$ cat config.mk
export PLATFORM = sky130hd
export DESIGN_NAME = qkv_proj_top
export DESIGN_NICKNAME = d
export VERILOG_FILES = /design/src/hw/qkv_pkg.sv /design/src/hw/qkv_proj_top.sv /design/src/hw/mac_writer.sv /design/src/hw/weight_addr_gen.sv /design/src/hw/input_addr_gen.sv /design/src/hw/qkv_ctrl.sv
export SDC_FILE = /design/constraint.sdc
export NUM_CORES = 2
export LEC_CHECK = 0
export ABC_AREA = 1
export BUFFER_PORTS_ARGS = -buffer_cell sky130_fd_sc_hd__buf_2
export CAP_MARGIN = 20
export CORE_AREA = 2 2 324 326
export DETAILED_ROUTE_END_ITERATION = 10
export DIE_AREA = 0 0 326 328
export GPL_TIMING_DRIVEN = 0
export SYNTH_ARGS = -nofsm -noshare
export SYNTH_HDL_FRONTEND = slang
export SYNTH_SLANG_ARGS = --single-unit
$ cat constraint.sdc
create_clock -name clk -period 6 [get_ports clk]
set_input_delay 0 -clock clk [delete_from_list [all_inputs] [get_ports clk]]
set_output_delay 0 -clock clk [all_outputs]
set_load 0.1 [all_outputs]
$ cat src/hw/qkv_pkg.sv
// QKV projection package with SRAM widths, word types and controller states
`default_nettype none

package qkv_pkg;

  // SRAM word and address widths
  parameter int DATA_W = 32;
  parameter int ADDR_W = 12;

  // Each dimension field is half a word
  parameter int DIM_W = DATA_W / 2;

  // One SRAM word or one result element
  typedef logic [DATA_W-1:0] data_t;

  // SRAM word address
  typedef logic [ADDR_W-1:0] addr_t;

  // Matrix dimension or loop index
  typedef logic [DIM_W-1:0] dim_t;

  // Job controller states
  typedef enum logic [2:0] {
    IDLE        = 3'd0,
    LOAD_DIMS   = 3'd1,
    COMPUTE     = 3'd2,
    DRAIN_READ  = 3'd3,
    DRAIN_WRITE = 3'd4
  } ctrl_state_t;

endpackage

`default_nettype wire
$ cat src/hw/qkv_proj_top.sv
// QKV projection top level joining the controller, address generators and MAC writer
`timescale 1ns/1ps
`default_nettype none

module qkv_proj_top #(
  parameter int NUM_PROJ = 3
) (
  input  logic           clk,
  input  logic           reset_n,
  input  logic           dut_valid,
  output logic           dut_ready,
  output qkv_pkg::addr_t input_read_address,
  input  qkv_pkg::data_t input_read_data,
  output qkv_pkg::addr_t weight_read_address,
  input  qkv_pkg::data_t weight_read_data,
  output logic           result_write_enable,
  output qkv_pkg::addr_t result_write_address,
  output qkv_pkg::data_t result_write_data
);

  logic fetch_start;
  logic fetch_step;
  logic dot_end;
  logic row_end;
  logic matrix_end;
  logic job_start;

  qkv_ctrl #(
    .NUM_PROJ (NUM_PROJ)
  ) ctrl_i (
    .clk              (clk),
    .reset_n          (reset_n),
    .dut_valid        (dut_valid),
    .input_read_data  (input_read_data),
    .weight_read_data (weight_read_data),
    .dut_ready        (dut_ready),
    .fetch_start      (fetch_start),
    .fetch_step       (fetch_step),
    .dot_end          (dot_end),
    .row_end          (row_end),
    .matrix_end       (matrix_end),
    .job_start        (job_start)
  );

  input_addr_gen input_addr_gen_i (
    .clk                (clk),
    .reset_n            (reset_n),
    .fetch_start        (fetch_start),
    .fetch_step         (fetch_step),
    .dot_end            (dot_end),
    .row_end            (row_end),
    .matrix_end         (matrix_end),
    .input_read_address (input_read_address)
  );

  weight_addr_gen weight_addr_gen_i (
    .clk                 (clk),
    .reset_n             (reset_n),
    .fetch_start         (fetch_start),
    .fetch_step          (fetch_step),
    .row_end             (row_end),
    .matrix_end          (matrix_end),
    .weight_read_address (weight_read_address)
  );

  mac_writer mac_writer_i (
    .clk                  (clk),
    .reset_n              (reset_n),
    .fetch_step           (fetch_step),
    .dot_end              (dot_end),
    .job_start            (job_start),
    .input_read_data      (input_read_data),
    .weight_read_data     (weight_read_data),
    .result_write_enable  (result_write_enable),
    .result_write_address (result_write_address),
    .result_write_data    (result_write_data)
  );

endmodule

`default_nettype wire

$ cat src/hw/mac_writer.sv
// Multiply-accumulate stage that sums operand pairs and writes each result in order
`timescale 1ns/1ps
`default_nettype none

module mac_writer (
  input  logic           clk,
  input  logic           reset_n,
  input  logic           fetch_step,
  input  logic           dot_end,
  input  logic           job_start,
  input  qkv_pkg::data_t input_read_data,
  input  qkv_pkg::data_t weight_read_data,
  output logic           result_write_enable,
  output qkv_pkg::addr_t result_write_address,
  output qkv_pkg::data_t result_write_data
);

  // Strobes delayed to meet the SRAM read data
  logic step_d;
  logic dot_d;

  qkv_pkg::data_t acc;
  qkv_pkg::data_t product;

  // Wraps at 32 bits
  assign product = input_read_data * weight_read_data;

  always_ff @(posedge clk) begin
    if (!reset_n) begin
      step_d              <= 1'b0;
      dot_d               <= 1'b0;
      result_write_enable <= 1'b0;
    end else begin
      step_d              <= fetch_step;
      dot_d               <= dot_end;
      result_write_enable <= dot_d;
    end
  end

  always_ff @(posedge clk) begin
    if (job_start || dot_d) begin
      acc <= '0;
    end else if (step_d) begin
      acc <= acc + product;
    end
  end

  // Finished sum includes the last product
  always_ff @(posedge clk) begin
    if (dot_d) begin
      result_write_data <= acc + product;
    end
  end

  always_ff @(posedge clk) begin
    if (!reset_n || job_start) begin
      result_write_address <= '0;
    end else if (result_write_enable) begin
      result_write_address <= result_write_address + 1'b1;
    end
  end

endmodule

`default_nettype wire

$ cat src/hw/weight_addr_gen.sv
// Weight SRAM address walker, column by column through each weight matrix
`timescale 1ns/1ps
`default_nettype none

module weight_addr_gen (
  input  logic           clk,
  input  logic           reset_n,
  input  logic           fetch_start,
  input  logic           fetch_step,
  input  logic           row_end,
  input  logic           matrix_end,
  output qkv_pkg::addr_t weight_read_address
);

  // First word of the current weight matrix
  qkv_pkg::addr_t matrix_base;

  always_ff @(posedge clk) begin
    if (!reset_n) begin
      weight_read_address <= '0;
      matrix_base         <= '0;
    end else if (fetch_start) begin
      weight_read_address <= qkv_pkg::addr_t'(1);
      matrix_base         <= qkv_pkg::addr_t'(1);
    end else if (fetch_step) begin
      if (matrix_end) begin
        // Matrices are packed back to back
        weight_read_address <= weight_read_address + 1'b1;
        matrix_base         <= weight_read_address + 1'b1;
      end else if (row_end) begin
        // Same weights again for the next input row
        weight_read_address <= matrix_base;
      end else begin
        // Columns are contiguous, so a finished dot product just moves on
        weight_read_address <= weight_read_address + 1'b1;
      end
    end else begin
      weight_read_address <= '0;
    end
  end

endmodule

`default_nettype wire

$ cat src/hw/input_addr_gen.sv
// Input SRAM address walker, row by row, rewinding the row for each output column
`timescale 1ns/1ps
`default_nettype none

module input_addr_gen (
  input  logic           clk,
  input  logic           reset_n,
  input  logic           fetch_start,
  input  logic           fetch_step,
  input  logic           dot_end,
  input  logic           row_end,
  input  logic           matrix_end,
  output qkv_pkg::addr_t input_read_address
);

  // Address of element (r, 0) of the current input row
  qkv_pkg::addr_t row_base;

  always_ff @(posedge clk) begin
    if (!reset_n) begin
      input_read_address <= '0;
      row_base           <= '0;
    end else if (fetch_start) begin
      input_read_address <= qkv_pkg::addr_t'(1);
      row_base           <= qkv_pkg::addr_t'(1);
    end else if (fetch_step) begin
      if (matrix_end) begin
        // Next projection reads the same input from the top
        input_read_address <= qkv_pkg::addr_t'(1);
        row_base           <= qkv_pkg::addr_t'(1);
      end else if (row_end) begin
        input_read_address <= input_read_address + 1'b1;
        row_base           <= input_read_address + 1'b1;
      end else if (dot_end) begin
        input_read_address <= row_base;
      end else begin
        input_read_address <= input_read_address + 1'b1;
      end
    end else begin
      // Park on word 0 between jobs
      input_read_address <= '0;
    end
  end

endmodule

`default_nettype wire

$ cat src/hw/qkv_ctrl.sv
// QKV job controller with dimension capture, nested loop counters and fetch strobes
`timescale 1ns/1ps
`default_nettype none

module qkv_ctrl #(
  parameter int NUM_PROJ = 3
) (
  input  logic           clk,
  input  logic           reset_n,
  input  logic           dut_valid,
  input  qkv_pkg::data_t input_read_data,
  input  qkv_pkg::data_t weight_read_data,
  output logic           dut_ready,
  output logic           fetch_start,
  output logic           fetch_step,
  output logic           dot_end,
  output logic           row_end,
  output logic           matrix_end,
  output logic           job_start
);

  localparam qkv_pkg::dim_t LAST_PROJ = qkv_pkg::dim_t'(NUM_PROJ - 1);

  qkv_pkg::ctrl_state_t state;
  qkv_pkg::ctrl_state_t state_next;

  // Captured dimensions: M rows, K inner, N weight columns
  qkv_pkg::dim_t m_dim;
  qkv_pkg::dim_t k_dim;
  qkv_pkg::dim_t n_dim;

  // Loop indices, k innermost and p outermost
  qkv_pkg::dim_t k_idx;
  qkv_pkg::dim_t j_idx;
  qkv_pkg::dim_t r_idx;
  qkv_pkg::dim_t p_idx;

  logic last_fetch;

  always_ff @(posedge clk) begin
    if (!reset_n) begin
      state <= qkv_pkg::IDLE;
    end else begin
      state <= state_next;
    end
  end

  always_comb begin
    state_next = state;
    case (state)
      qkv_pkg::IDLE: begin
        if (dut_valid) begin
          state_next = qkv_pkg::LOAD_DIMS;
        end
      end
      qkv_pkg::LOAD_DIMS: begin
        state_next = qkv_pkg::COMPUTE;
      end
      qkv_pkg::COMPUTE: begin
        if (last_fetch) begin
          state_next = qkv_pkg::DRAIN_READ;
        end
      end
      // Last product arrives, then the last write goes out
      qkv_pkg::DRAIN_READ: begin
        state_next = qkv_pkg::DRAIN_WRITE;
      end
      qkv_pkg::DRAIN_WRITE: begin
        state_next = qkv_pkg::IDLE;
      end
      default: begin
        state_next = qkv_pkg::IDLE;
      end
    endcase
  end

  assign dut_ready   = (state == qkv_pkg::IDLE);
  assign fetch_start = (state == qkv_pkg::LOAD_DIMS);
  assign job_start   = fetch_start;
  assign fetch_step  = (state == qkv_pkg::COMPUTE);

  // End strobes nest: matrix implies row implies dot
  assign dot_end    = fetch_step && (k_idx == k_dim - 1'b1);
  assign row_end    = dot_end && (j_idx == n_dim - 1'b1);
  assign matrix_end = row_end && (r_idx == m_dim - 1'b1);
  assign last_fetch = matrix_end && (p_idx == LAST_PROJ);

  // Word 0 holds rows in the upper half and columns in the lower half
  always_ff @(posedge clk) begin
    if (state == qkv_pkg::LOAD_DIMS) begin
      m_dim <= input_read_data[31:16];
      k_dim <= input_read_data[15:0];
      n_dim <= weight_read_data[15:0];
    end
  end

  always_ff @(posedge clk) begin
    if (!reset_n || fetch_start) begin
      k_idx <= '0;
      j_idx <= '0;
      r_idx <= '0;
      p_idx <= '0;
    end else if (fetch_step) begin
      k_idx <= dot_end ? '0 : k_idx + 1'b1;
      if (dot_end) begin
        j_idx <= row_end ? '0 : j_idx + 1'b1;
      end
      if (row_end) begin
        r_idx <= matrix_end ? '0 : r_idx + 1'b1;
      end
      if (matrix_end) begin
        p_idx <= last_fetch ? '0 : p_idx + 1'b1;
      end
    end
  end

endmodule

`default_nettype wire

# After elaboration in Yosys (flattened, before gate mapping)
# Index checks and enable logic that the tools add are counted.
# totals
ff_bits	242
elab_cells	90
input_bits	67
output_inout_bits	70
# op_classes
muxes	23
n_reduce_logical	22
n_addsub	11
n_eq_ne	9
n_mul	1
n_bitwise	2
# ops
op	count
12-bit 2-to-1 mux	6
16-bit by 1-bit adder with 16-bit output, second input constant	4
16-bit 2-to-1 mux	4
16-bit == test	3
16-bit by 1-bit subtractor with 16-bit output, second input constant	3
12-bit by 1-bit adder with 12-bit output, second input constant	3
32-bit adder	1
32-bit by 32-bit multiplier with 32-bit output	1
16-bit by 2-bit == test with 1-bit output, second input constant	1
2-bit AND reduction	7
3-bit case mux with 4 select lines	1
1-bit 2-to-1 mux	10
3-bit by 2-bit == test with 1-bit output, second input constant	2
3-bit 2-to-1 mux	2
2-bit nonzero test	3
1-bit logical AND	4
2-bit != test, second input constant	2
4-bit OR reduction	1
3-bit by 1-bit == test with 1-bit output, second input constant	1
3-bit zero test	1
3-bit nonzero test	1
3-bit OR reduction	1
1-bit logical OR	2
1-bit NOT	2
other kinds (2)	2

# Depth between registers and ports, before layout
# logic_depth
word_depth	8
ltp_mapped	34
mapped_depth_nobuf	32

# Hierarchy
# From an unflattened synthesis, not the netlist that was laid out.
# hier_totals
hier_cells	4116
area_unflattened_um2	30618.1
# by_module_without_submodules
mod	seq_area_each_um2	area_per_inst_um2	instances	cells_each
mac_writer	1901.8	20487.1	1	2652
qkv_ctrl	2782.7	7723.7	1	1107
weight_addr_gen	480.5	1216.2	1	182
input_addr_gen	480.5	1191.1	1	175

# Worst setup path after synthesis
# Ideal clock, no wire load.
# synth_timing
kind	in2reg
start	input input_read_data[12]
end	register mac_writer_i.acc[29]
setup_slack_ns	-0.420
required_ns	5.885
t_arrival_ns	6.305
n_path_buf	2
setup_ns	0.115
stages	32
path_cell_list	clkbuf_1 > buf_1 > nand2_1 > inv_1 > fa_1 > fa_1 > fa_1 > inv_1 > fa_1 > inv_1 > fa_1 > inv_1 > fa_1 > inv_1 > fa_1 > inv_1 > fa_1 > inv_1 > ha_1 > nand2_1 > inv_1 > nand2_1 > nor2_1 > nand4_1 > nand3_1 > inv_1 > o21bai_1 > nand3_1 > nand2_1 > xor2_1 > o21ai_0 > inv_1
# synth_between
elab_chain_len	2
# synth_lines
element	line	rtl
start: declaration	qkv_proj_top.sv:13	input qkv_pkg::data_t input_read_data,
32-bit by 32-bit multiplier with 32-bit output	mac_writer.sv:26	assign product = input_read_data * weight_read_data;
32-bit adder	mac_writer.sv:44	acc <= acc + product;
end signal: assignment	mac_writer.sv:44	
end: declaration	mac_writer.sv:22	qkv_pkg::data_t acc;
# Every way passes these cells.
# A chain may end at the register's enable or synchronous reset.

# Worst setup path after layout
# layout_timing
start	register mac_writer_i.acc[21]
end	register mac_writer_i.acc[29]
# layout_between
elab_chain_len	1
# layout_lines
element	line
32-bit adder	mac_writer.sv:44
# Every way passes these cells.

==> impl_results.md <==
* 1st-pass router iterations at 6
* Vias per std cell at around 4.6
* Syn Inst Count at between 3000 and 4000
* Final nets at 4779
* Synth unique cells at between 50 and 60
* Hold Crit Class: in2reg
* Fin. max-slew vios at 0
* DP HPWL at about 78 mm
* Crit. End Element: flop
* Post-synth top area share at approximately 30%
* Initial antenna violation count at 27
* Ratio of final minimum period to clock period at 106%
* Synth Cell Area at slightly below 30000 um2
* Placer's final routability congestion estimate at 0.930
* Status: complete, but fails checks
* Failing checks: setup timing
* Synth warnings at 0
* #FFs+latches synth at roughly 240
* Max H-tree Level at 1
* TritonCTS Buffers at 29
* Max Buffers Root-to-Sink at 3
* Hold Vio Cnt, Final at 0
* Die H at 328 um
* Setup ws final at -0.388 ns
* Clk root buf: clkbuf_16
* Area Overhead vs Synth at 18.7%
* Share of the yosys chip area belonging to registers at around a fifth
* Ratio of cells with drive above 1 in the final layout at a little over an eighth
* RSZ-0062 raised after global routing: yes
* Fillers at roughly 11000
* Worst rel slew slack at between 30% and 40%
* Port buffer count at approximately 130
* Synth area leaders: fa_1 30%, inv_1 13%, nand2_1 13%, dfxtp_1 11%, edfxtp_1 8.1%
* Total Routing Usage GR at 18.4%
* Worst-path maximum fanout at 6
* Row cnt at 118
* Slowest-stage cell, CP: fa_1
* DR vias at 25351
* Avg Inst Size Synth at about 7.6 um2
* Fmax achieved at roughly 160 MHz
* Final setup violation count at 20
* Leading area contributor after synthesis: fa_1
* Global-route wire length before repair at between 150 and 200 mm
* CP startpoint kind: flop
* Largest net degree at the start of global routing at 34
* Worst-path clk slew at roughly 0.070 ns
* Maxcap violations at 0
* Sequential cell area at 5660 um2
* TritonCTS clock tree: built
* WL/cell at roughly 18 um
* Initial DRC count at around 2100
* # DRC at 0
* Total gr overflow at 0
* Worst stage delay on the critical path at 0.56 ns
* I/O pin count at 137
* Clock sinks at 242
* WP data required at 6.57 ns
* Final core utilization at roughly 34%
* Multi-input logic area at 20700 um2
* Number of flops mapped to enable cells by yosys at 80
* CP arrival at 6.96 ns
* Skew final at around 0.041 ns
* Ys flop type: dfxtp_1
* Tightest Pin Transition at between 0.9 and 1 ns
* Mapped Nets at roughly 4500
* Most common cell in the synthesized netlist: inv_1
* Clk_lat worst skew at 0.63 ns
* Die area at between 100000 and 150000 um2
* Crit path top cell by count: fa_1
* Routed wire length at slightly below 100 mm
* Core Footprint at around 100000 um2
* Vias in the first global route at between 20000 and 30000
* Crit Path Class: reg2reg
* Async S/R FF share, synth at 0%
* ANT nets after route at 0
* Final min period at 6.39 ns
* Top post-synthesis cells by count: 1025 x inv_1, 995 x nand2_1, 438 x fa_1
* Die X-Extent at between 300 and 400 um
* Initial Util at ~29%
[repair_timing]
action,in CTS,in global routing
resized for setup,172,144
pin swaps,75,78
buffers inserted,19,22
setup endpoints to repair,36,33
endpoints found under the hold margin,69,0
hold buffers,50,0
[cells in the final DEF, fill, tap and decap left out, types with 43 or more instances in the layout]
cell type	n
ha_1	111
xor2_1	104
dfxtp_1	152
xnor2_1	43
nand2_1	967
inv_1	979
nor2_1	195
buf_2	146
clkbuf_1	48
nand3_1	119
fa_1	424
inv_2	47
dlygate4sd3_1	50
edfxtp_1	80
o21ai_0	51
a21oi_1	98
[worst max-delay path: cells and delay by family (launching register included)]
kind / cells / cell delay, ns
DFF: 1 / 0.33
buffers and inverters: 8 / 0.42
and+or+nand+nor: 6 / 0.81
adders and majority gates: 9 / 4.38
AOI/OAI and AO/OA: 2 / 0.21
xor gates and xnor gates: 1 / 0.18
[final cells by class]
type / count / share of cell area [%]
Clock buffer: 39 / 2.37
Tap cell: 1380 / 4.90
Inverter: 1030 / 11.0
Timing Repair Buffer: 227 / 4.43
Buffer: 128 / 2.20
Multi-Input combinational cell: 2481 / 58.6
Sequential cell: 242 / 16.1
Clock inverter: 14 / 0.444
Antenna cell: 4 / 0.0284
[worst paths after layout]
path / start / to / slack, ns / depth (start not counted)
worst min register to register: input_addr_gen_i.row_base[1] / input_addr_gen_i.row_base[1] / 0.45 / 2
worst max-delay path: mac_writer_i.acc[21] / mac_writer_i.acc[29] / -0.39 / 26
worst max register to register: mac_writer_i.acc[21] / mac_writer_i.acc[29] / -0.39 / 26
worst min-delay path: input_read_data[7] / ctrl_i.k_dim[7] / 0.1 / 2
[per-layer routing]
| metal | wire [um] | vias to the layer above | global-route usage [%] | share of wire, % |
|---|---|---|---|---|
| li1 | - | 11938 | - | - |
| met1 | 42700 | 12299 | 25.2 | 43 |
| met2 | 43700 | 899 | 29.3 | 44 |
| met3 | 7970 | 203 | 3.21 | 8.1 |
| met4 | 4040 | 12 | 6.48 | 4.1 |
| met5 | 69 | - | 0 | 0.070 |
[through the flow]
stage	worst slack, ns	cell area [um2]	hold WS, ns	instances	setup TNS (ns)
CTS	-0.376	34600	0.0686	5520	-5.85
global route	-0.585	35200	0.0959	5541	-9.67
global placement	-1.92	32300	0.194	5405	-150.46
detailed placement	-1.92	32400	0.195	5410	-52.56
finish	-0.388	35200	0.0999	5545	-5.92
floorplan	-0.000165	29900	0.0935	3893	-0.000165
[cell families (layout without fill, tap and decap cells)]
kind of cell | Yosys count | after routing | share of synthesized area [%]
fa+ha+maj | 573 | 573 | 35.2
compound gates | 234 | 234 | 4.37
simple gates | 1513 | 1513 | 21.6
flops | 242 | 242 | 19.0
xor+xnor | 160 | 160 | 4.79
other cells | 0 | 4 | 0
mux | 1 | 1 | 0.0337
buf+inv | 1170 | 1438 | 15.0
[flip-flops by register name, summed over array words and instances, names as in the netlist]
register	cells
mac_writer_i.dot_d	1
mac_writer_i.result_write_address	12
ctrl_i.m_dim	16
mac_writer_i.result_write_enable	1
ctrl_i.k_dim	16
ctrl_i.state	3
weight_addr_gen_i.weight_read_address	12
ctrl_i.j_idx	16
mac_writer_i.step_d	1
ctrl_i.p_idx	16
input_addr_gen_i.row_base	12
mac_writer_i.result_write_data	32
input_addr_gen_i.input_read_address	12
ctrl_i.k_idx	16
mac_writer_i.acc	32
ctrl_i.n_dim	16
weight_addr_gen_i.matrix_base	12
ctrl_i.r_idx	16
Power is left out: the tool's default activity adds up to more than one toggle a clock period on the data nets, which glitch-free logic cannot reach.
